==> src/common/neo_loader_pkg.sv <==
package neo_loader_pkg;

	typedef logic [31:0] size_t;
	typedef logic [23:0] port1_addr_t;
	typedef logic [25:0] port2_addr_t;
	typedef logic [23:0] sample_addr_t;

	// Cart regions in .neo file order
	typedef enum logic [2:0] {
		REG_P  = 3'd0,
		REG_S  = 3'd1,
		REG_M  = 3'd2,
		REG_V1 = 3'd3,
		REG_V2 = 3'd4,
		REG_C  = 3'd5
	} region_e;

	typedef enum logic [1:0] {
		ST_IDLE      = 2'd0,
		ST_WAIT_ACK  = 2'd1,
		ST_CHECK_END = 2'd2
	} wr_state_e;

	localparam int IOCTL_AW  = 25;
	localparam int HDR_BITS  = 12;
	// Size fields of the .neo header
	localparam int HDR_FIRST = 4;
	localparam int HDR_LAST  = 27;
	localparam logic [7:0] IDX_CART = 8'd2;

	// Bank 3 prefixes
	localparam logic [4:0] PFX_SYSROM = 5'b1111_1;
	localparam logic [7:0] PFX_LOROM  = 8'b1101_1110;
	localparam logic [6:0] PFX_SFIX   = 7'b1110_100;
	localparam logic [5:0] PFX_SM1    = 6'b1110_11;
	localparam logic [4:0] PFX_FIX    = 5'b1110_0;
	localparam logic [4:0] PFX_MROM   = 5'b1111_0;

	// System image windows on ioctl_addr[23:17]
	localparam logic [6:0] WIN_LOROM = 7'b0000100;
	localparam logic [6:0] WIN_SFIX  = 7'b0000101;

endpackage

==> src/common/cart_layout_if.sv <==
`timescale 1ns/100ps

interface cart_layout_if import neo_loader_pkg::*; ();

	size_t p_size;
	size_t s_size;
	size_t m_size;
	size_t v1_size;
	size_t v2_size;
	size_t c_size;

	// Power of two minus one covering each ADPCM region
	size_t v1_mask;
	size_t v2_mask;

	modport parser (output p_size, s_size, m_size, v1_size, v2_size, c_size,
		v1_mask, v2_mask);

	modport user (input p_size, s_size, m_size, v1_size, v2_size, c_size,
		v1_mask, v2_mask);

endinterface

==> src/loader/neo_header_parser.sv <==
`timescale 1ns/100ps

module neo_header_parser import neo_loader_pkg::*; (
	input  logic                CLK_48M,
	input  logic                rst_n,
	input  logic                ioctl_wr,
	input  logic [IOCTL_AW-1:0] ioctl_addr,
	input  logic [7:0]          ioctl_dout,
	input  logic                cart_write,
	cart_layout_if.parser       layout
);

	logic in_header;
	logic size_byte;
	logic last_byte;

	function automatic size_t ceil_mask(input size_t value);
		int top;
		int bits;
		top = 0;
		bits = 0;
		for (int i = 0; i < 32; i++) begin
			if (value[i]) begin
				top = i;
				bits = bits + 1;
			end
		end
		// Round up when not a power of two
		if (bits > 1)
			top = top + 1;
		return (size_t'(1) << top) - size_t'(1);
	endfunction

	assign in_header = ioctl_addr[IOCTL_AW-1:HDR_BITS] == '0;
	assign size_byte = in_header && ioctl_addr >= HDR_FIRST && ioctl_addr <= HDR_LAST;
	assign last_byte = in_header && (&ioctl_addr[HDR_BITS-1:0]);

	always_ff @(posedge CLK_48M) begin
		if (!rst_n) begin
			layout.p_size <= '0;
			layout.s_size <= '0;
			layout.m_size <= '0;
			layout.v1_size <= '0;
			layout.v2_size <= '0;
			layout.c_size <= '0;
			layout.v1_mask <= '0;
			layout.v2_mask <= '0;
		end else if (cart_write) begin
			if (ioctl_wr && size_byte)
				{layout.c_size, layout.v2_size, layout.v1_size, layout.m_size,
					layout.s_size, layout.p_size} <= {ioctl_dout, layout.c_size,
					layout.v2_size, layout.v1_size, layout.m_size, layout.s_size,
					layout.p_size[31:8]};
			// V1 holds both halves of a merged ADPCM image
			if (ioctl_wr && last_byte && layout.v2_size == '0) begin
				layout.v1_size <= layout.v1_size >> 1;
				layout.v2_size <= layout.v1_size >> 1;
			end
			layout.v1_mask <= ceil_mask(layout.v1_size);
			layout.v2_mask <= ceil_mask(layout.v2_size);
		end
	end

endmodule

==> src/loader/region_sequencer.sv <==
`timescale 1ns/100ps

module region_sequencer import neo_loader_pkg::*; (
	input  logic                CLK_48M,
	input  logic                rst_n,
	input  logic                ioctl_wr,
	input  logic [IOCTL_AW-1:0] ioctl_addr,
	input  logic                cart_write,
	input  logic                system_write,
	input  logic                port1_ack,
	input  logic                port2_ack,
	cart_layout_if.user         layout,
	output logic                port1_req,
	output logic                port2_req,
	output region_e             region,
	output logic [25:0]         offset
);

	wr_state_e state;
	logic [25:0] region_size;
	logic in_header;
	logic on_port1;
	logic acked;

	always_comb begin
		case (region)
			REG_P:   region_size = layout.p_size[25:0];
			REG_S:   region_size = layout.s_size[25:0];
			REG_M:   region_size = layout.m_size[25:0];
			REG_V1:  region_size = layout.v1_size[25:0];
			REG_V2:  region_size = layout.v2_size[25:0];
			REG_C:   region_size = layout.c_size[25:0];
			default: region_size = '0;
		endcase
	end

	assign in_header = ioctl_addr[IOCTL_AW-1:HDR_BITS] == '0;
	// P, S and M live in bank 3
	assign on_port1 = region <= REG_M;
	assign acked = on_port1 ? (port1_req == port1_ack) : (port2_req == port2_ack);

	always_ff @(posedge CLK_48M) begin
		if (!rst_n) begin
			port1_req <= 1'b0;
			port2_req <= 1'b0;
			region <= REG_P;
			offset <= '0;
			state <= ST_IDLE;
		end else begin
			if (ioctl_wr && system_write) begin
				port1_req <= ~port1_req;
				state <= ST_IDLE;
			end
			if (ioctl_wr && cart_write) begin
				if (in_header) begin
					region <= REG_P;
					offset <= '0;
					if (&ioctl_addr[HDR_BITS-1:0])
						state <= ST_CHECK_END;
				end else begin
					if (on_port1)
						port1_req <= ~port1_req;
					else
						port2_req <= ~port2_req;
					state <= ST_WAIT_ACK;
				end
			end

			case (state)
				ST_WAIT_ACK: begin
					if (acked) begin
						offset <= offset + 26'd1;
						state <= ST_CHECK_END;
					end
				end
				// Stays here while empty regions are skipped
				ST_CHECK_END: begin
					if (offset == region_size) begin
						offset <= '0;
						if (region == REG_C)
							state <= ST_IDLE;
						else
							region <= region_e'(region + 3'd1);
					end else begin
						state <= ST_IDLE;
					end
				end
				default: ;
			endcase
		end
	end

endmodule

==> src/loader/loader_addr_map.sv <==
`timescale 1ns/100ps

module loader_addr_map import neo_loader_pkg::*; (
	input  logic [IOCTL_AW-1:0] ioctl_addr,
	input  logic                system_write,
	input  region_e             region,
	input  logic [25:0]         offset,
	cart_layout_if.user         layout,
	output port1_addr_t         port1_addr,
	output port2_addr_t         port2_addr
);

	port1_addr_t sys_addr;
	port1_addr_t cart_addr;
	logic [25:0] v1_base;
	logic [25:0] v2_base;

	// System image split into its four windows
	always_comb begin
		if (ioctl_addr[23:19] == '0)
			sys_addr = {PFX_SYSROM, ioctl_addr[18:0]};
		else if (ioctl_addr[23:17] == WIN_LOROM)
			sys_addr = {PFX_LOROM, ioctl_addr[15:0]};
		else if (ioctl_addr[23:17] == WIN_SFIX)
			sys_addr = {PFX_SFIX, ioctl_addr[16:5], ioctl_addr[2:0], ~ioctl_addr[4],
				ioctl_addr[3]};
		else
			sys_addr = {PFX_SM1, ioctl_addr[17:0]};
	end

	always_comb begin
		case (region)
			REG_S:   cart_addr = {PFX_FIX, offset[18:5], offset[2:0], ~offset[4], offset[3]};
			REG_M:   cart_addr = {PFX_MROM, offset[18:0]};
			default: cart_addr = offset[23:0];
		endcase
	end

	assign port1_addr = system_write ? sys_addr : cart_addr;

	// Banks 0..2 hold C, then V1, then V2
	assign v1_base = layout.c_size[25:0];
	assign v2_base = layout.c_size[25:0] + layout.v1_size[25:0];

	always_comb begin
		case (region)
			REG_V1:  port2_addr = v1_base + offset;
			REG_V2:  port2_addr = v2_base + offset;
			default: port2_addr = {offset[25:7], ioctl_addr[5:2], ~ioctl_addr[6],
				ioctl_addr[0], ioctl_addr[1]};
		endcase
	end

endmodule

==> src/design/adpcm_fetch.sv <==
`timescale 1ns/100ps

module adpcm_fetch import neo_loader_pkg::*; (
	input  logic         CLK_48M,
	input  logic         rst_n,
	input  logic         rd,
	input  sample_addr_t addr,
	input  sample_addr_t mask,
	input  logic [25:0]  base,
	input  logic         sample_ack,
	input  logic [63:0]  sample_q,
	output logic         sample_req,
	output logic [25:0]  sample_addr,
	output logic [7:0]   data,
	output logic         ready
);

	logic rd_d;
	sample_addr_t masked;
	sample_addr_t latch;

	assign masked = addr & mask;

	always_ff @(posedge CLK_48M) begin
		if (!rst_n) begin
			rd_d <= 1'b0;
			sample_req <= 1'b0;
			latch <= '0;
		end else begin
			rd_d <= rd;
			if (rd && !rd_d) begin
				// Fetch only when the 8 byte line changes
				if (masked[23:3] != latch[23:3])
					sample_req <= ~sample_req;
				latch <= masked;
			end
		end
	end

	assign sample_addr = base + {2'b00, latch};

	// Byte 0 sits in the low lane
	assign data = sample_q[{latch[2:0], 3'b000} +: 8];

	assign ready = sample_ack == sample_req;

endmodule

==> src/design/rom_loader_top.sv <==
`timescale 1ns/100ps

module rom_loader_top import neo_loader_pkg::*; (
	input  logic                CLK_48M,
	input  logic                rst_n,
	input  logic                ioctl_downl,
	input  logic [7:0]          ioctl_index,
	input  logic                ioctl_wr,
	input  logic [IOCTL_AW-1:0] ioctl_addr,
	input  logic [7:0]          ioctl_dout,
	input  logic                port1_ack,
	input  logic                port2_ack,
	input  logic [19:0]         adpcma_addr,
	input  logic [3:0]          adpcma_bank,
	input  logic                adpcma_rd,
	input  logic [23:0]         adpcmb_addr,
	input  logic                adpcmb_rd,
	input  logic                samplea_ack,
	input  logic [63:0]         samplea_q,
	input  logic                sampleb_ack,
	input  logic [63:0]         sampleb_q,
	output logic                port1_req,
	output port1_addr_t         port1_addr,
	output logic                port1_we,
	output logic [15:0]         port1_d,
	output logic                port2_req,
	output port2_addr_t         port2_addr,
	output logic                port2_we,
	output logic [15:0]         port2_d,
	output logic                samplea_req,
	output logic [25:0]         samplea_addr,
	output logic                sampleb_req,
	output logic [25:0]         sampleb_addr,
	output logic [7:0]          adpcma_data,
	output logic                adpcma_ready,
	output logic [7:0]          adpcmb_data,
	output logic                adpcmb_ready
);

	cart_layout_if layout();

	logic system_write;
	logic cart_write;
	region_e region;
	logic [25:0] offset;
	sample_addr_t bank_a_addr;
	logic [25:0] base_b;

	// Index 0 and 1 carry the system image
	assign system_write = ioctl_downl && (ioctl_index == 8'd0 || ioctl_index == 8'd1);
	assign cart_write = ioctl_downl && ioctl_index == IDX_CART;

	assign port1_we = system_write | cart_write;
	assign port2_we = cart_write;
	assign port1_d = {ioctl_dout, ioctl_dout};
	assign port2_d = {ioctl_dout, ioctl_dout};

	neo_header_parser u_parser (.CLK_48M, .rst_n, .ioctl_wr, .ioctl_addr, .ioctl_dout,
		.cart_write, .layout(layout.parser));

	region_sequencer u_sequencer (.CLK_48M, .rst_n, .ioctl_wr, .ioctl_addr, .cart_write,
		.system_write, .port1_ack, .port2_ack, .layout(layout.user), .port1_req,
		.port2_req, .region, .offset);

	loader_addr_map u_addr_map (.ioctl_addr, .system_write, .region, .offset,
		.layout(layout.user), .port1_addr, .port2_addr);

	assign bank_a_addr = {adpcma_bank, adpcma_addr};
	// V2 samples follow V1 in banks 0..2
	assign base_b = layout.c_size[25:0] + layout.v1_size[25:0];

	adpcm_fetch sample_a (.CLK_48M, .rst_n, .rd(adpcma_rd), .addr(bank_a_addr),
		.mask(layout.v1_mask[23:0]), .base(layout.c_size[25:0]), .sample_ack(samplea_ack),
		.sample_q(samplea_q), .sample_req(samplea_req), .sample_addr(samplea_addr),
		.data(adpcma_data), .ready(adpcma_ready));

	adpcm_fetch sample_b (.CLK_48M, .rst_n, .rd(adpcmb_rd), .addr(adpcmb_addr),
		.mask(layout.v2_mask[23:0]), .base(base_b), .sample_ack(sampleb_ack),
		.sample_q(sampleb_q), .sample_req(sampleb_req), .sample_addr(sampleb_addr),
		.data(adpcmb_data), .ready(adpcmb_ready));

endmodule

==> config.mk <==
export PLATFORM = sky130hd
export DESIGN_NAME = rom_loader_top
export DESIGN_NICKNAME = d
export VERILOG_FILES = /design/src/common/neo_loader_pkg.sv /design/src/common/cart_layout_if.sv /design/src/loader/neo_header_parser.sv /design/src/loader/region_sequencer.sv /design/src/loader/loader_addr_map.sv /design/src/design/adpcm_fetch.sv /design/src/design/rom_loader_top.sv
export SDC_FILE = /design/constraint.sdc
export NUM_CORES = 1
export LEC_CHECK = 0
export BUFFER_PORTS_ARGS = -buffer_cell sky130_fd_sc_hd__buf_4
export CORE_MARGIN = 3
export CORE_UTILIZATION = 45
export CTS_BUF_LIST = sky130_fd_sc_hd__clkbuf_2
export DETAILED_ROUTE_END_ITERATION = 8
export GPL_ROUTABILITY_DRIVEN = 1
export PLACE_DENSITY = 0.63
export SLEW_MARGIN = 20
export SYNTH_ARGS = -nofsm -noshare
export SYNTH_HDL_FRONTEND = slang
export SYNTH_SLANG_ARGS = --single-unit
==> constraint.sdc <==
create_clock -name CLK_48M -period 27.5 [get_ports CLK_48M]
set_clock_uncertainty 0.15 [all_clocks]
set_input_delay 5.5 -clock CLK_48M [delete_from_list [all_inputs] [get_ports CLK_48M]]
set_output_delay 5.5 -clock CLK_48M [all_outputs]
set_load 0.01 [all_outputs]
==> results.py <==
metrics = {
    "status": {
        "outcome": "complete, no violations",
    },
    "worst_hold_path": {
        "number_of_stages_on_the_worst_hold_path": 2,
        "worstHoldPathType": "register to register",
    },
    "worst_setup_path": {
        "cp-end-kind": "register",
        "worst-endpoint-arrival_ns": 23.78,
        "critPathMaxStageDelay_ns": 0.62,
        "critical_path_depth_in_cells": 103,
        "critical_path_required_ns": 28.50,
        "worstSetupPathType": "register to register",
        "critPathLaunchType": "register",
        "worst_r2r_path_depth": 103,
        "critical-path-top-cell-by-count": "sky130_fd_sc_hd__ha_1",
        "family_with_the_most_delay_on_the_worst_path": "adder cells",
        "crit_buf_inv": 9,
        "crit_path_max_fanout": 12,
        "worst_path_max_delay_cell": "sky130_fd_sc_hd__dfxtp_1",
    },
    "die": {
        "floorplan.rows": 99,
        "die_height_um": 278.3,
        "design.portCount": 385,
        "die-area_mm2": 0.07742,
        "core-area_mm2": 0.07321,
        "starting_utilization_of_the_core_area_pct": 45.56,
        "die_w_um": 278.3,
    },
    "cts": {
        "clock_insertion_delay_worst_skew_ns": 1.19,
        "cts-root-to-sink-buffers": 3,
        "post_cts_resize_count": 0,
        "clock_sink_count": 325,
        "cts-htree-levels": 3,
        "post_cts_hold_buffer_count": 0,
        "ctsRootBufferMaster": "sky130_fd_sc_hd__clkbuf_2",
        "cts_inserted_buffers": 89,
        "cts_tree": "yes",
        "clkSlewWorstSetupHoldPaths_ns": 0.13,
        "cts_setup_buffers": 0,
    },
    "global_route": {
        "number_of_global_route_vias_before_repair": 30930,
        "grt_antenna_before_repair": 4,
        "grt_pass1_wl_um": 179500,
        "grt_start_max_net_pins": 180,
        "groute.usage.overall_pct": 29.04,
        "grt_remaining_overflow": 0,
    },
    "drt": {
        "wl_per_cell_um": 20.73,
        "route.detailed.drc": 0,
        "routed_wl_um": 117700,
        "drt-vias-per-instance": 5.902,
        "drt_iter0_drc": 3251,
        "num_vias": 33520,
        "antenna_violating_nets_post_route": 0,
        "first_pass_iters": 9,
    },
    "finish": {
        "layout_utilization_pct": 51.18,
        "fillerInstances": 7277,
        "final_nets": 5055,
        "seq_area_mm2": 0.006507,
        "multi_input_gate_area_mm2": 0.02500,
        "synthToLayoutAreaGrowth_pct": 12.34,
        "drive_gt1_share_pct": 18.01,
    },
    "yosys": {
        "seq_area_frac_synth_pct": 19.51,
        "synth_area_leaders": "sky130_fd_sc_hd__dfxtp_1, sky130_fd_sc_hd__nand2_1, sky130_fd_sc_hd__xnor2_1, sky130_fd_sc_hd__ha_1, sky130_fd_sc_hd__a21oi_1",
        "synth_top_cells_by_count": "sky130_fd_sc_hd__nand2_1, sky130_fd_sc_hd__a21oi_1, sky130_fd_sc_hd__dfxtp_1",
        "synth.distinct_cells": 118,
        "synth_flop_cell": "sky130_fd_sc_hd__dfxtp_1",
        "ys_seq_elements": 325,
        "postSynthCellCount": 4422,
        "ffs_w_async_s_r_synth_pct": 0,
        "syn-mean-instance-area_um2": 7.543,
        "synthDominantAreaCellType": "sky130_fd_sc_hd__dfxtp_1",
        "synth_nets": 4827,
        "synth_most_common_cell": "sky130_fd_sc_hd__nand2_1",
        "yosys_warning_total": 0,
        "synth_enable_flop_cells": 0,
        "yosysTopAreaCellShare_pct": 19.51,
        "synth_area_mm2": 0.03335,
    },
    "timing": {
        "worst_slew_margin_rel_pct": 27.53,
        "slew_viol_final": 0,
        "period_needed_ns": 22.78,
        "rsz0062_at_grt": "false",
        "setup_tns_ns": 0,
        "setup_violations": 0,
        "finalHoldViolations": 0,
        "clock.fmax_ghz": 0.04390,
        "tightest_slew_ns": 1.087,
        "timing.final.crit_share_pct": 82.83,
        "hold_slack_ns": 0.1565,
    },
    "pwr": {
        "combinationalPowerShare_pct": 6.7,
        "ir_drop_v": 0.00002500,
        "internal-power_mw": 0.6341,
        "power.net_switching_mw": 0.2624,
        "power_per_cell_area_mw_per_mm2": 23.93,
        "cellLeakagePower_nw": 14.78,
        "power.share.sequential_pct": 52.5,
        "share_clk_of_total_power_pct": 40.7,
        "final_power_mw": 0.8965,
        "netSwitchingFraction_pct": 29.27,
    },
    "placed_design": {
        "place.gp.congestion": 0.9058,
        "dpl.hpwl_um": 88130,
        "placement.io_buffers": 384,
    },
    "job": {
        "timing.max_cap.violations": 0,
    },
}
-- worst paths after layout --
| path | from | endpoint | slack, ns |
|---|---|---|---|
| hold / removal | u_parser.layout.c_size[29] | u_parser.layout.c_size[21] | 0.16 |
| setup / recovery | u_parser.layout.v1_size[1] | u_parser.layout.v1_mask[10] | 4.72 |
| setup reg to reg | u_parser.layout.v1_size[1] | u_parser.layout.v1_mask[10] | 4.72 |
| hold reg to reg | u_parser.layout.c_size[29] | u_parser.layout.c_size[21] | 0.16 |
-- registers in the layout (all words and copies together), names as in the netlist, 2 cells and up --
signal,cells
u_parser.layout.p_size,32
u_sequencer.offset,26
u_parser.layout.s_size,32
u_sequencer.state,2
u_sequencer.region,3
u_parser.layout.m_size,32
u_parser.layout.v1_size,32
u_parser.layout.c_size,32
u_parser.layout.v2_mask,24
sample_a.latch,24
sample_b.latch,24
u_parser.layout.v2_size,32
u_parser.layout.v1_mask,24
-- stage by stage --
| stage | area [µm²] | cells | worst slack (ns) |
|---|---|---|---|
| after global routing | 37460 | 5678 | 2.833 |
| after detailed placement | 36650 | 5518 | 5.027 |
| after global placement | 36650 | 5518 | 5.561 |
| final | 37470 | 5680 | 4.721 |
| after floorplan | 33350 | 4422 | 7.204 |
| after CTS | 37450 | 5674 | 4.994 |
-- layout by cell type (no fill, tap or decap), types with 37 or more instances in the layout --
| cell | n |
|---|---|
| sky130_fd_sc_hd__xnor3_1 | 37 |
| sky130_fd_sc_hd__nor4_1 | 38 |
| sky130_fd_sc_hd__nand3_1 | 130 |
| sky130_fd_sc_hd__clkbuf_2 | 120 |
| sky130_fd_sc_hd__nor3_1 | 94 |
| sky130_fd_sc_hd__o21ai_0 | 187 |
| sky130_fd_sc_hd__dfxtp_1 | 324 |
| sky130_fd_sc_hd__mux2i_1 | 66 |
| sky130_fd_sc_hd__o21bai_1 | 79 |
| sky130_fd_sc_hd__a21oi_1 | 415 |
| sky130_fd_sc_hd__a211oi_1 | 74 |
| sky130_fd_sc_hd__xnor2_1 | 280 |
| sky130_fd_sc_hd__buf_4 | 441 |
| sky130_fd_sc_hd__a31oi_1 | 45 |
| sky130_fd_sc_hd__inv_1 | 154 |
| sky130_fd_sc_hd__xor2_1 | 112 |
| sky130_fd_sc_hd__mux2_2 | 128 |
| sky130_fd_sc_hd__nand2b_1 | 38 |
| sky130_fd_sc_hd__nor2_1 | 306 |
| sky130_fd_sc_hd__ha_1 | 174 |
| sky130_fd_sc_hd__nand2_1 | 699 |
-- worst min-delay path, delay by kind of cell (launching register included) --
family / cells / cell delay, ns
AOI/OAI and AO/OA: 1 / 0.05
and+or+nand+nor: 1 / 0.05
DFF: 1 / 0.32
-- cells by family after synthesis --
family,share of synthesized area (%)
compound gates,22.59
xor+xnor,14.73
fa+ha+maj,6.797
buf+inv,5.683
flops,19.51
mux,8.590
simple gates,22.11
-- final cells by class --
cell class	instances	area share, %
Clock buffer	120	1.603
Tap cell	959	3.202
Clock inverter	36	0.5343
Timing Repair Buffer	442	8.889
Multi-Input combinational cell	3630	66.72
Inverter	162	1.643
Sequential cell	325	17.37
Antenna cell	6	0.04007
-- power groups by stage --
| stage | clock (mW) | combinational (mW) | sequential [mW] |
|---|---|---|---|
| after detailed placement | 0 | 0.0596 | 0.482 |
| after floorplan | 0 | 0.0218 | 0.481 |
| after CTS | 0.370 | 0.0599 | 0.471 |
| after global routing | 0.396 | 0.0638 | 0.471 |
| after global placement | 0 | 0.0594 | 0.482 |
| final | 0.365 | 0.0605 | 0.471 |
-- routing by layer --
layer / track usage [%] / vias up / part of all wire, %
met4: 9.246 / 2 / 3.1
li1: - / 16280 / -
met3: 3.808 / 205 / 7.5
met1: 40.56 / 15750 / 44
met5: 0 / - / 0.0093
met2: 46.53 / 1284 / 45
No activity file was read; power rests on OpenSTA's default activity.
